[src/rtl/soc_defines.svh]
/*
 * SoC configuration macros: bus widths, memory size and the address map
 */
`ifndef SOC_DEFINES_SVH
`define SOC_DEFINES_SVH

// host bus
`define SOC_ADDR_W 16
`define SOC_DATA_W 32
`define SOC_STRB_W 4

// clusters and L2
`define SOC_N_CLUSTERS 2
`define SOC_L2_WORDS 256
`define SOC_RUN_W 16

// address map, L2 spans 0x0000 to 0x03ff
`define SOC_L2_BASE 16'h0000
`define SOC_CL_BASE 16'h1000
`define SOC_CL_STRIDE 16'h0010
`define SOC_CL_REG_CMD 4'h0
`define SOC_CL_REG_RUN 4'h4
`define SOC_CL_REG_STATUS 4'h8

`endif

[src/rtl/apb_pkg.sv]
/*
 * APB types for the host port and the internal target ports
 */
`include "soc_defines.svh"

package apb_pkg;

  typedef logic [`SOC_ADDR_W-1:0] apb_addr_t;
  typedef logic [`SOC_DATA_W-1:0] apb_data_t;
  typedef logic [`SOC_STRB_W-1:0] apb_strb_t;

  // requester to completer, 55 bits
  typedef struct packed {
    apb_addr_t paddr;
    logic      psel;
    logic      penable;
    logic      pwrite;
    apb_data_t pwdata;
    apb_strb_t pstrb;
  } apb_req_t;

  // completer to requester, 34 bits
  typedef struct packed {
    apb_data_t prdata;
    logic      pready;
    logic      pslverr;
  } apb_resp_t;

endpackage

[src/rtl/soc_bus.sv]
/*
 * SoC bus, routes host APB transfers to L2 or cluster control and merges
 * the responses, answering unmapped addresses with an error
 */
`timescale 1ns/1ps
`include "soc_defines.svh"

module soc_bus (
  input  apb_pkg::apb_req_t  host_req_i,
  output apb_pkg::apb_resp_t host_resp_o,
  output apb_pkg::apb_req_t  l2_req_o,
  input  apb_pkg::apb_resp_t l2_resp_i,
  output apb_pkg::apb_req_t  cl_req_o,
  input  apb_pkg::apb_resp_t cl_resp_i
);

  import apb_pkg::*;

  // byte spans of the two regions
  localparam apb_addr_t L2_SPAN = apb_addr_t'(`SOC_L2_WORDS * 4);
  // whole 4 KiB page so that cluster control sees out-of-range indices
  localparam apb_addr_t CL_SPAN = apb_addr_t'(16'h1000);

  apb_addr_t l2_off;
  apb_addr_t cl_off;
  logic      l2_hit;
  logic      cl_hit;

  assign l2_off = host_req_i.paddr - apb_addr_t'(`SOC_L2_BASE);
  assign cl_off = host_req_i.paddr - apb_addr_t'(`SOC_CL_BASE);
  assign l2_hit = l2_off < L2_SPAN;
  assign cl_hit = cl_off < CL_SPAN;

  // same request to both targets, psel only where it hits
  always_comb begin
    l2_req_o      = host_req_i;
    l2_req_o.psel = host_req_i.psel & l2_hit;
    cl_req_o      = host_req_i;
    cl_req_o.psel = host_req_i.psel & cl_hit;
  end

  always_comb begin
    if (l2_hit) begin
      host_resp_o = l2_resp_i;
    end else if (cl_hit) begin
      host_resp_o = cl_resp_i;
    end else begin
      // unmapped
      host_resp_o.prdata  = '0;
      host_resp_o.pready  = 1'b1;
      host_resp_o.pslverr = host_req_i.psel & host_req_i.penable;
    end
  end

endmodule

[config.mk]
export PLATFORM = sky130hd
export DESIGN_NAME = soc_bus
export DESIGN_NICKNAME = d
export VERILOG_FILES = /design/src/rtl/apb_pkg.sv /design/src/rtl/soc_bus.sv
export VERILOG_INCLUDE_DIRS = /design/src /design/src/rtl
export SDC_FILE = /design/constraint.sdc
export NUM_CORES = 1
export LEC_CHECK = 0
export ABC_CLOCK_PERIOD_IN_PS = 3100
export BUFFER_PORTS_ARGS = -buffer_cell sky130_fd_sc_hd__buf_4
export CORE_AREA = 8 8 96 98
export DETAILED_ROUTE_END_ITERATION = 6
export DIE_AREA = 0 0 104 106
export PLACE_DENSITY = 0.63
export SLEW_MARGIN = 5
export SYNTH_ARGS = -nofsm -noshare
export SYNTH_HDL_FRONTEND = slang
export SYNTH_SLANG_ARGS = --single-unit
export TNS_END_PERCENT = 30
[constraint.sdc]
create_clock -name vclk -period 3.1
set_input_delay 0.775 -clock vclk [all_inputs]
set_output_delay 0.775 -clock vclk [all_outputs]
set_load 0.05 [all_outputs]
==> reports/results.txt <==
CTS Hold Bufs: 0
worst hold path type: in -> out
initial antenna violation count: 1
dpl ws: 0.0787 ns
Worst Setup Start Kind: primary input
CP Capture Type: primary output
XOR/XNOR Fraction of Synth Area: 0
share of layout cells above drive strength 1: 0.795
Finished Core Util: 0.193
Setup TNS: 0 ns
DRT iter0 DRCs: 20
synth warn: 0
Detailed Routing Iterations Pass 1: 3
post-synthesis mux area share: 0.0170
Final Hold Viols: 0
cell depth of the worst min-delay path: 0
main combinational cell family by area after synthesis: buffers and inverters
Final Slew Violations: 0
GRT Residual Overflow: 0
seq_cells: 0
Routed WL per cell: 16.7 microns
CP Class: in -> out
n_diodes: 0
mapped cell area: 0.00125 sq mm
via count: 1050
Placer Congestion: 0.683
total routed wirelength: 4690 microns
Distinct cells, synth: 15
Die X: 104 microns
hold slack: 1.55 ns
vias in the first global route: 1114
Pwr Density: 137 mW/mm^2
Fill cells: 888
CP required: 2.32 ns
Mapped Nets: 281
RSZ-0062 raised after global routing: no
syn avg cell area: 7.90 sq um
LEAKAGE: 0.000812 uW
sequential area share after synthesis: 0
post-synth top area share: 0.649
fin crit share: 0.973
final-stage net count: 301
final worst setup slack: 0.0846 ns
register area: 0 sq um
initial core utilization: 0.159
post-synthesis compound-gate area fraction: 0.232
post-DP HPWL: 4200 microns
fin crit period: 3.02 ns
Achievable Freq: 332 MHz
postcts setup bufs: 0
Simple-Gate Fraction of Synth Area: 0.0591
Peak VDD IR: 0.0328 mV
Area growth, synth to finish: 21.3%
status: finished, final reports clean
DRC: 0
FP Rows: 33
top cells by area in the synthesized netlist: buf_4, a22o_1, a22o_2, buf_6, nor4b_4
Setup Viol. Count Final: 0
full die area: 0.0110 sq mm
Slew HR: 0.769
first-pass GRT wire length: 6690 microns
Die H: 106 microns
GRT Overall Usage: 0.0728
largest net degree at the start of global routing: 22
max capacitance violation total: 0
IO Count: 267
Syn Inst Count: 158
core area: 0.00785 sq mm
Synth area leader: buf_4
adder-cell share of the synthesized area: 0
worst-path maximum fanout: 5
PostCTS Resize Cnt: 0
actual slew at the worst max-slew pin: 0.346 ns
Buffers on Ports: 126
Vias/cell: 3.74
Crit path arrival time: 2.24 ns
remaining antenna violation count: 0
clock buffers: 0
## per-layer routing
layer  track usage  up-vias  share of wire
met2         0.109       90           0.42
met1        0.0702      434           0.33
met3        0.0436       58           0.17
met4        0.0651        2          0.080
met5             0        -         0.0028
li1              -      466              -
## cell usage in the layout (no fill, tap or decap)
cell,n
buf_4,132
a22o_1,28
a22o_2,4
inv_1,2
and2_1,2
or4_4,1
nor3_4,1
nor4b_4,1
nor2b_1,1
a21oi_1,1
nand2_1,1
mux2i_1,1
mux2_2,1
## worst max-delay path, cell delays in order
cell	delay [ns]
buf_4	0.12
or4_4	0.53
nor3_4	0.13
buf_4	0.16
mux2_2	0.33
buf_4	0.19
## cell families after synthesis
| group | after synthesis |
|---|---|
| buffers and inverters | 116 |
| AOI/OAI and AO/OA | 33 |
| muxes | 2 |
| and+or+nand+nor | 7 |
## layout make-up
cell class	count	area [sq um]	area share
Inverter	2	7.51	0.00495
Multi-Input combinational cell	42	385	0.254
Tap cell	105	131	0.0867
Timing Repair Buffer	132	991	0.654
## synthesized netlist by cell type, drive strengths merged
| library cell | n |
|---|---|
| a22o | 32 |
| nor3 | 1 |
| nand2 | 1 |
| and2 | 2 |
| mux2 | 1 |
| inv | 2 |
| clkbuf | 3 |
| a21oi | 1 |
| nor2b | 1 |
| nor4b | 1 |
| buf | 111 |
| mux2i | 1 |
| or4 | 1 |
## path summary, 6_finish.rpt
check,startpoint,end,slack [ns]
worst max-delay path,host_req_i[50],host_resp_o[0],0.08
worst min-delay path,host_req_i[10],l2_req_o[10],1.55
## per-stage QoR
| stage | cell area, sq um | total power (uW) | std cells |
|---|---|---|---|
| floorplan | 1250 | 432 | 158 |
| global placement | 1520 | 208 | 281 |
| detailed placement | 1520 | 209 | 281 |
| CTS | 1520 | 209 | 281 |
| global route | 1520 | 217 | 281 |
| finish | 1520 | 207 | 281 |
## power by group
part / switching [uW] / internal [uW]
clock: 0 / 0
combinational: 110 / 96.9
sequential: 0 / 0
total: 110 / 96.9
Note: power is estimated with default switching activity, not from simulation.
