### src/rtl/soc_defines.svh
/*
 * SoC configuration macros: bus widths, memory size and the address map
 */
`ifndef SOC_DEFINES_SVH
`define SOC_DEFINES_SVH

// host bus
`define SOC_ADDR_W 16
`define SOC_DATA_W 32
`define SOC_STRB_W 4

// clusters and L2
`define SOC_N_CLUSTERS 2
`define SOC_L2_WORDS 256
`define SOC_RUN_W 16

// address map, L2 spans 0x0000 to 0x03ff
`define SOC_L2_BASE 16'h0000
`define SOC_CL_BASE 16'h1000
`define SOC_CL_STRIDE 16'h0010
`define SOC_CL_REG_CMD 4'h0
`define SOC_CL_REG_RUN 4'h4
`define SOC_CL_REG_STATUS 4'h8

`endif

### src/rtl/apb_pkg.sv
/*
 * APB types for the host port and the internal target ports
 */
`include "soc_defines.svh"

package apb_pkg;

  typedef logic [`SOC_ADDR_W-1:0] apb_addr_t;
  typedef logic [`SOC_DATA_W-1:0] apb_data_t;
  typedef logic [`SOC_STRB_W-1:0] apb_strb_t;

  // requester to completer, 55 bits
  typedef struct packed {
    apb_addr_t paddr;
    logic      psel;
    logic      penable;
    logic      pwrite;
    apb_data_t pwdata;
    apb_strb_t pstrb;
  } apb_req_t;

  // completer to requester, 34 bits
  typedef struct packed {
    apb_data_t prdata;
    logic      pready;
    logic      pslverr;
  } apb_resp_t;

endpackage

### src/rtl/cluster_pkg.sv
/*
 * Cluster sequencer types: life-cycle states and control opcodes
 */
`include "soc_defines.svh"

package cluster_pkg;

  // cluster life cycle
  typedef enum logic [1:0] {
    CL_IDLE = 2'd0,
    CL_BUSY = 2'd1,
    CL_DONE = 2'd2
  } cl_state_e;

  // opcodes written to the CMD register
  typedef enum logic [7:0] {
    CMD_NOP   = 8'h00,
    CMD_START = 8'h01,
    CMD_STOP  = 8'h02,
    CMD_CLEAR = 8'h03
  } cl_cmd_e;

  typedef logic [`SOC_RUN_W-1:0] cl_run_t;

endpackage

### src/rtl/cluster_fsm.sv
/*
 * Cluster sequencer, idle/busy/done life cycle with a run-length down-counter
 */
`timescale 1ns/1ps

module cluster_fsm (
  input  logic                   clk_i,
  input  logic                   arst_n_i,
  input  logic                   fetch_en_i,
  input  logic                   cmd_valid_i,
  input  cluster_pkg::cl_cmd_e   cmd_i,
  input  cluster_pkg::cl_run_t   run_cycles_i,
  output cluster_pkg::cl_state_e state_o
);

  import cluster_pkg::*;

  cl_state_e state_q, state_d;
  cl_run_t   cnt_q, cnt_d;
  logic      start;

  // command start and fetch-enable lead to the same transition
  assign start = (cmd_valid_i && cmd_i == CMD_START) || fetch_en_i;

  always_comb begin
    state_d = state_q;
    cnt_d   = cnt_q;
    unique case (state_q)
      CL_IDLE: begin
        if (start) begin
          state_d = CL_BUSY;
          // busy for run cycles, at least one
          cnt_d = (run_cycles_i == '0) ? '0 : run_cycles_i - cl_run_t'(1);
        end
      end
      CL_BUSY: begin
        if (cmd_valid_i && cmd_i == CMD_STOP) begin
          state_d = CL_IDLE;
        end else if (cnt_q == '0) begin
          state_d = CL_DONE;
        end else begin
          cnt_d = cnt_q - cl_run_t'(1);
        end
      end
      CL_DONE: begin
        // eoc held until cleared
        if (cmd_valid_i && cmd_i == CMD_CLEAR) begin
          state_d = CL_IDLE;
        end
      end
      default: state_d = CL_IDLE;
    endcase
  end

  always_ff @(posedge clk_i or negedge arst_n_i) begin
    if (!arst_n_i) begin
      state_q <= CL_IDLE;
      cnt_q   <= '0;
    end else begin
      state_q <= state_d;
      cnt_q   <= cnt_d;
    end
  end

  assign state_o = state_q;

endmodule

### src/rtl/cluster_ctrl.sv
/*
 * Cluster control block, per-cluster CMD/RUN/STATUS registers and
 * one sequencer per cluster
 */
`timescale 1ns/1ps
`include "soc_defines.svh"

module cluster_ctrl (
  input  logic                       clk_i,
  input  logic                       arst_n_i,
  input  apb_pkg::apb_req_t          req_i,
  output apb_pkg::apb_resp_t         resp_o,
  input  logic [`SOC_N_CLUSTERS-1:0] fetch_en_i,
  output logic [`SOC_N_CLUSTERS-1:0] busy_o,
  output logic [`SOC_N_CLUSTERS-1:0] eoc_o
);

  import apb_pkg::*;
  import cluster_pkg::*;

  localparam int unsigned OFF_W = $clog2(`SOC_CL_STRIDE);
  localparam int unsigned IDX_W = `SOC_ADDR_W - OFF_W;

  apb_addr_t                  cl_off;
  logic [IDX_W-1:0]           cl_idx;
  logic [OFF_W-1:0]           reg_off;
  logic                       access;
  logic                       is_cmd, is_run, is_status;
  logic                       op_known;
  logic                       err;
  cl_cmd_e                    cmd_op;
  logic [`SOC_N_CLUSTERS-1:0] sel;
  logic [`SOC_N_CLUSTERS-1:0] cmd_valid;
  cl_run_t                    run_q [`SOC_N_CLUSTERS];
  cl_state_e                  state [`SOC_N_CLUSTERS];
  apb_data_t                  rd_data;

  // split the region offset into cluster index and register offset
  assign cl_off  = req_i.paddr - apb_addr_t'(`SOC_CL_BASE);
  assign cl_idx  = cl_off[`SOC_ADDR_W-1:OFF_W];
  assign reg_off = cl_off[OFF_W-1:0];

  assign access    = req_i.psel & req_i.penable;
  assign is_cmd    = reg_off == `SOC_CL_REG_CMD;
  assign is_run    = reg_off == `SOC_CL_REG_RUN;
  assign is_status = reg_off == `SOC_CL_REG_STATUS;
  assign cmd_op    = cl_cmd_e'(req_i.pwdata[7:0]);

  always_comb begin
    op_known = 1'b0;
    case (cmd_op)
      CMD_NOP, CMD_START, CMD_STOP, CMD_CLEAR: op_known = 1'b1;
      default: op_known = 1'b0;
    endcase
  end

  // bad index, bad offset or illegal direction/opcode
  assign err = ~(|sel) | ~(is_cmd | is_run | is_status)
             | (req_i.pwrite & is_status) | (~req_i.pwrite & is_cmd)
             | (req_i.pwrite & is_cmd & ~op_known);

  for (genvar i = 0; i < `SOC_N_CLUSTERS; i++) begin : gen_clusters
    assign sel[i]       = cl_idx == IDX_W'(i);
    assign cmd_valid[i] = access & req_i.pwrite & sel[i] & is_cmd & op_known;

    cluster_fsm i_cluster_fsm (
      .clk_i        (clk_i),
      .arst_n_i     (arst_n_i),
      .fetch_en_i   (fetch_en_i[i]),
      .cmd_valid_i  (cmd_valid[i]),
      .cmd_i        (cmd_op),
      .run_cycles_i (run_q[i]),
      .state_o      (state[i])
    );

    assign busy_o[i] = state[i] == CL_BUSY;
    assign eoc_o[i]  = state[i] == CL_DONE;
  end

  // RUN registers
  always_ff @(posedge clk_i or negedge arst_n_i) begin
    if (!arst_n_i) begin
      for (int i = 0; i < `SOC_N_CLUSTERS; i++) begin
        run_q[i] <= '0;
      end
    end else begin
      for (int i = 0; i < `SOC_N_CLUSTERS; i++) begin
        if (access && req_i.pwrite && sel[i] && is_run) begin
          run_q[i] <= req_i.pwdata[`SOC_RUN_W-1:0];
        end
      end
    end
  end

  always_comb begin
    rd_data = '0;
    for (int i = 0; i < `SOC_N_CLUSTERS; i++) begin
      if (sel[i]) begin
        if (is_run) begin
          rd_data = apb_data_t'(run_q[i]);
        end else if (is_status) begin
          rd_data = apb_data_t'(state[i]);
        end
      end
    end
  end

  assign resp_o.prdata  = (req_i.psel && !req_i.pwrite && !err) ? rd_data : '0;
  assign resp_o.pready  = 1'b1;
  assign resp_o.pslverr = access & err;

endmodule

### config.mk
export PLATFORM = sky130hd
export DESIGN_NAME = cluster_ctrl
export DESIGN_NICKNAME = d
export VERILOG_FILES = /design/src/rtl/apb_pkg.sv /design/src/rtl/cluster_pkg.sv /design/src/rtl/cluster_fsm.sv /design/src/rtl/cluster_ctrl.sv
export VERILOG_INCLUDE_DIRS = /design/src /design/src/rtl
export SDC_FILE = /design/constraint.sdc
export NUM_CORES = 1
export LEC_CHECK = 0
export ABC_AREA = 0
export BUFFER_PORTS_ARGS = -buffer_cell sky130_fd_sc_hd__buf_2
export CAP_MARGIN = 20
export CORE_AREA = 3 3 121 123
export DETAILED_ROUTE_END_ITERATION = 10
export DIE_AREA = 0 0 124 126
export GPL_TIMING_DRIVEN = 1
export PLACE_DENSITY = 0.6
export SLEW_MARGIN = 20
export SYNTH_ARGS = -nofsm -noshare
export SYNTH_HDL_FRONTEND = slang
export SYNTH_SLANG_ARGS = --single-unit
export TNS_END_PERCENT = 20
### constraint.sdc
create_clock -name clk_i -period 2.63 [get_ports clk_i]
set_clock_uncertainty 0.1 [all_clocks]
set_input_delay 0 -clock clk_i [delete_from_list [all_inputs] [get_ports clk_i]]
set_output_delay 0 -clock clk_i [all_outputs]
set_load 0.005 [all_outputs]
==> impl_metrics.csv <==
group,metric,value,unit
power_and_ir_drop,p_per_area,743,nW/µm²
flow_run,drv_cap,0,
routing,wl,12.7,mm
yosys,synthCells,502,
global_routing,grt_util_met3,2.20,%
die,io_pins,97,
routing,first_iter_violations,245,
die,placementRows,43,
yosys,avgSynthCellArea,9.54,µm²
clock_network,path_clk_slew,0.06,ns
power_and_ir_drop,peakVddDrop,269,µV
sta,slew_viol_final,0,
clock_network,ctsHoldBuffers,20,
critical_path,critPathBufInv,3,
routing,ant_nets,0,
clock_network,cts_root_buf,"clkbuf_16",
routing,firstDrtPassIters,7,
critical_path,start_kind,"primary input",
clock_network,numClockSinks,68,
critical_path,crit_family,"compound AO/OA/AOI/OAI gates",
sta,fin_crit_sh,93.4,%
placement,portBuffers,59,
power_and_ir_drop,power.leakage,2.61,nW
global_routing,gr-usage-all-layers,16.7,%
global_routing,grtUsageMet2,24.7,%
cells_and_area,layout_common_cells,"68 x dfrtp_1, 59 x buf_2, 53 x nor2_1, 35 x nand2_1, 34 x o21ai_0",
die,initial_core_util,34.8,%
cells_and_area,stdcell_area,5750,µm²
clock_network,ctsResizeCount,0,
routing,avgViaCountPerCell,5.44,
clock_network,cts_tree,"done",
routing,wire_per_inst,16.5,µm
yosys,netlist_area,4790,µm²
yosys,synth-warning-count,0,
global_routing,grt.met1_usage,24.4,%
sta,hold_viol_final,0,
yosys,synth_seq_cells,68,
critical_path,worstRegToRegCells,8,
sta,worst_pin_slew,0.587,ns
hold_path,hp-class,"in2async",
die,core_area,13800,µm²
critical_path,crit_type,"in2reg",
yosys,ys_async_sr_fraction,100,%
global_routing,busiest_layer,"met2",
yosys,ys.flop_type,"dfrtp_1",
cells_and_area,final_layout_size_suffix_gt1_share,25.5,%
critical_path,worstPathArrival,2.58,ns
critical_path,cp-end-kind,"flip-flop",
placement,place_congestion,0.870,
critical_path,crit_path_cell_trace,"dlygate4sd3_1, buf_2, nor4_4, nand4_1, o2bb2a_1, o21a_4, inv_4, o21ai_0, a22o_2",
clock_network,clock_path_buffers,2,
cells_and_area,nets,651,
placement,place_area,5260,µm²
global_routing,grt_pass1_vias,4162,
clock_network,htreeDepth,3,
sta,post-route-min-period,2.46,ns
routing,drc,0,
yosys,ys_seq_area_share,35.5,%
global_routing,antenna_found_initial,0,
clock_network,clk_latency,0.33,ns
placement,dp_hpwl,9.47,mm
critical_path,crit_cells,9,
die,dieArea,15600,µm²
clock_network,postCtsSetupBuffers,0,
sta,slew_headroom,60.8,%
global_routing,overflow,0,
clock_network,cts_buffers,9,
die,die_w,124,µm
sta,max_freq,407,MHz
sta,setup_violations,0,
sta,setup_tns,0,ns
yosys,synth_cell_types,70,
global_routing,grt_pass1_wl,20.9,mm
yosys,synth_edf_count,0,
cells_and_area,n_antenna_cell,0,
run_status,status,"finished, final reports clean",
critical_path,crit_slowest_cell,"dlygate4sd3_1",
critical_path,path_max_fanout,19,
sta,rsz0062_at_grt,"no",
die,die-height,126,µm
critical_path,cpPeakStageDelay,0.53,ns
global_routing,grt_max_degree,35,
routing,via_count,4200,
cells_and_area,area_growth,20.1,%
cells_and_area,layout_commonest_cell,"dfrtp_1",
critical_path,required,2.75,ns
state kept, by name, summed over array words and instances (netlist names):
signal / flops
gen_clusters.i_cluster_fsm.cnt_q: 32
run_q: 32
gen_clusters.i_cluster_fsm.state_o: 4
power breakdown:
group          switching, mW  total, mW  leakage [nW]  internal [mW]
combinational          0.839       1.55          1.57          0.706
clock                  0.427       1.16         0.145          0.734
sequential             0.280       1.57         0.893           1.29
tightest hold or removal path: stages:
cell	delay, ns
dlygate4sd3_1	0.52
buf_2	0.11
buf_4	0.37
synth_stat cells, types with 5 or more instances:
cell type | n | area share [%]
nand3_1 | 6 | 0.63
buf_2 | 5 | 0.52
buf_4 | 21 | 3.3
nand4_1 | 5 | 0.65
nor2b_1 | 8 | 1.0
or4_1 | 7 | 1.1
mux2_4 | 10 | 3.1
mux2_2 | 20 | 4.7
clkbuf_1 | 8 | 0.63
nor3_1 | 18 | 1.9
a22o_1 | 14 | 2.6
nor2_1 | 53 | 4.2
xor2_1 | 11 | 2.0
xnor2_1 | 15 | 2.7
or3_1 | 7 | 0.91
a21oi_1 | 11 | 1.1
nor4_4 | 5 | 2.2
o22ai_1 | 14 | 1.8
dfrtp_1 | 68 | 36
inv_1 | 15 | 1.2
nand2_1 | 35 | 2.7
o21ai_0 | 34 | 3.6
nor4_1 | 8 | 1.0
mux2i_1 | 16 | 3.3
path summary, 6_finish.rpt:
check	startpoint	end	slack, ns
setup / recovery	req_i[9]	gen_clusters[0].i_cluster_fsm.cnt_q[2]	0.17
hold / removal	arst_n_i	gen_clusters[1].i_cluster_fsm.state_o[0]	0.14
setup reg to reg	run_q[16]	gen_clusters[0].i_cluster_fsm.cnt_q[5]	0.28
hold reg to reg	gen_clusters[1].i_cluster_fsm.cnt_q[15]	gen_clusters[1].i_cluster_fsm.cnt_q[15]	0.40
max in group asynchronous	arst_n_i	gen_clusters[0].i_cluster_fsm.cnt_q[10]	1.95
min in group clk_i	req_i[39]	gen_clusters[1].i_cluster_fsm.state_o[1]	0.14
layer usage:
| layer | part of all wire, % | vias up |
|---|---|---|
| met4 | 2.6 | 0 |
| met3 | 5.6 | 20 |
| met5 | 0 | - |
| li1 | - | 2002 |
| met2 | 43 | 158 |
| met1 | 48 | 2020 |
cell type report:
| type | count | area (µm²) |
|---|---|---|
| clock inverters | 1 | 5.00 |
| well taps | 180 | 225 |
| repair buffers | 99 | 646 |
| inverters | 16 | 62.6 |
| multi-input cells | 394 | 2830 |
| flip-flops and latches | 68 | 1700 |
| clock buffers | 14 | 284 |
| fillers | 1380 | 8020 |
logic make-up after synthesis:
family	after synthesis	synth area share [%]
AOI/OAI and AO/OA	119	18.5
DFF	68	35.5
buffers and inverters	55	6.61
other	2	0.157
muxes	46	11.2
and+or+nand+nor	182	22.2
xor gates and xnor gates	26	4.76
adders and majority gates	4	1.05
through the flow:
step / power, mW / setup slack, ns / util [%] / cells / hold WS (ns)
final: 4.27 / 0.174 / 41.7 / 772 / 0.137
after global routing: 4.58 / 0.0686 / 41.7 / 772 / 0.189
after CTS: 4.28 / 0.206 / 41.7 / 772 / 0.113
after detailed placement: 3.09 / 0.354 / 38.2 / 737 / -0.0284
after global placement: 3.02 / 0.336 / 38.2 / 737 / -0.0236
after floorplan: 2.71 / 0.404 / - / 517 / -0.396
Note: power is estimated with default switching activity, not from simulation.
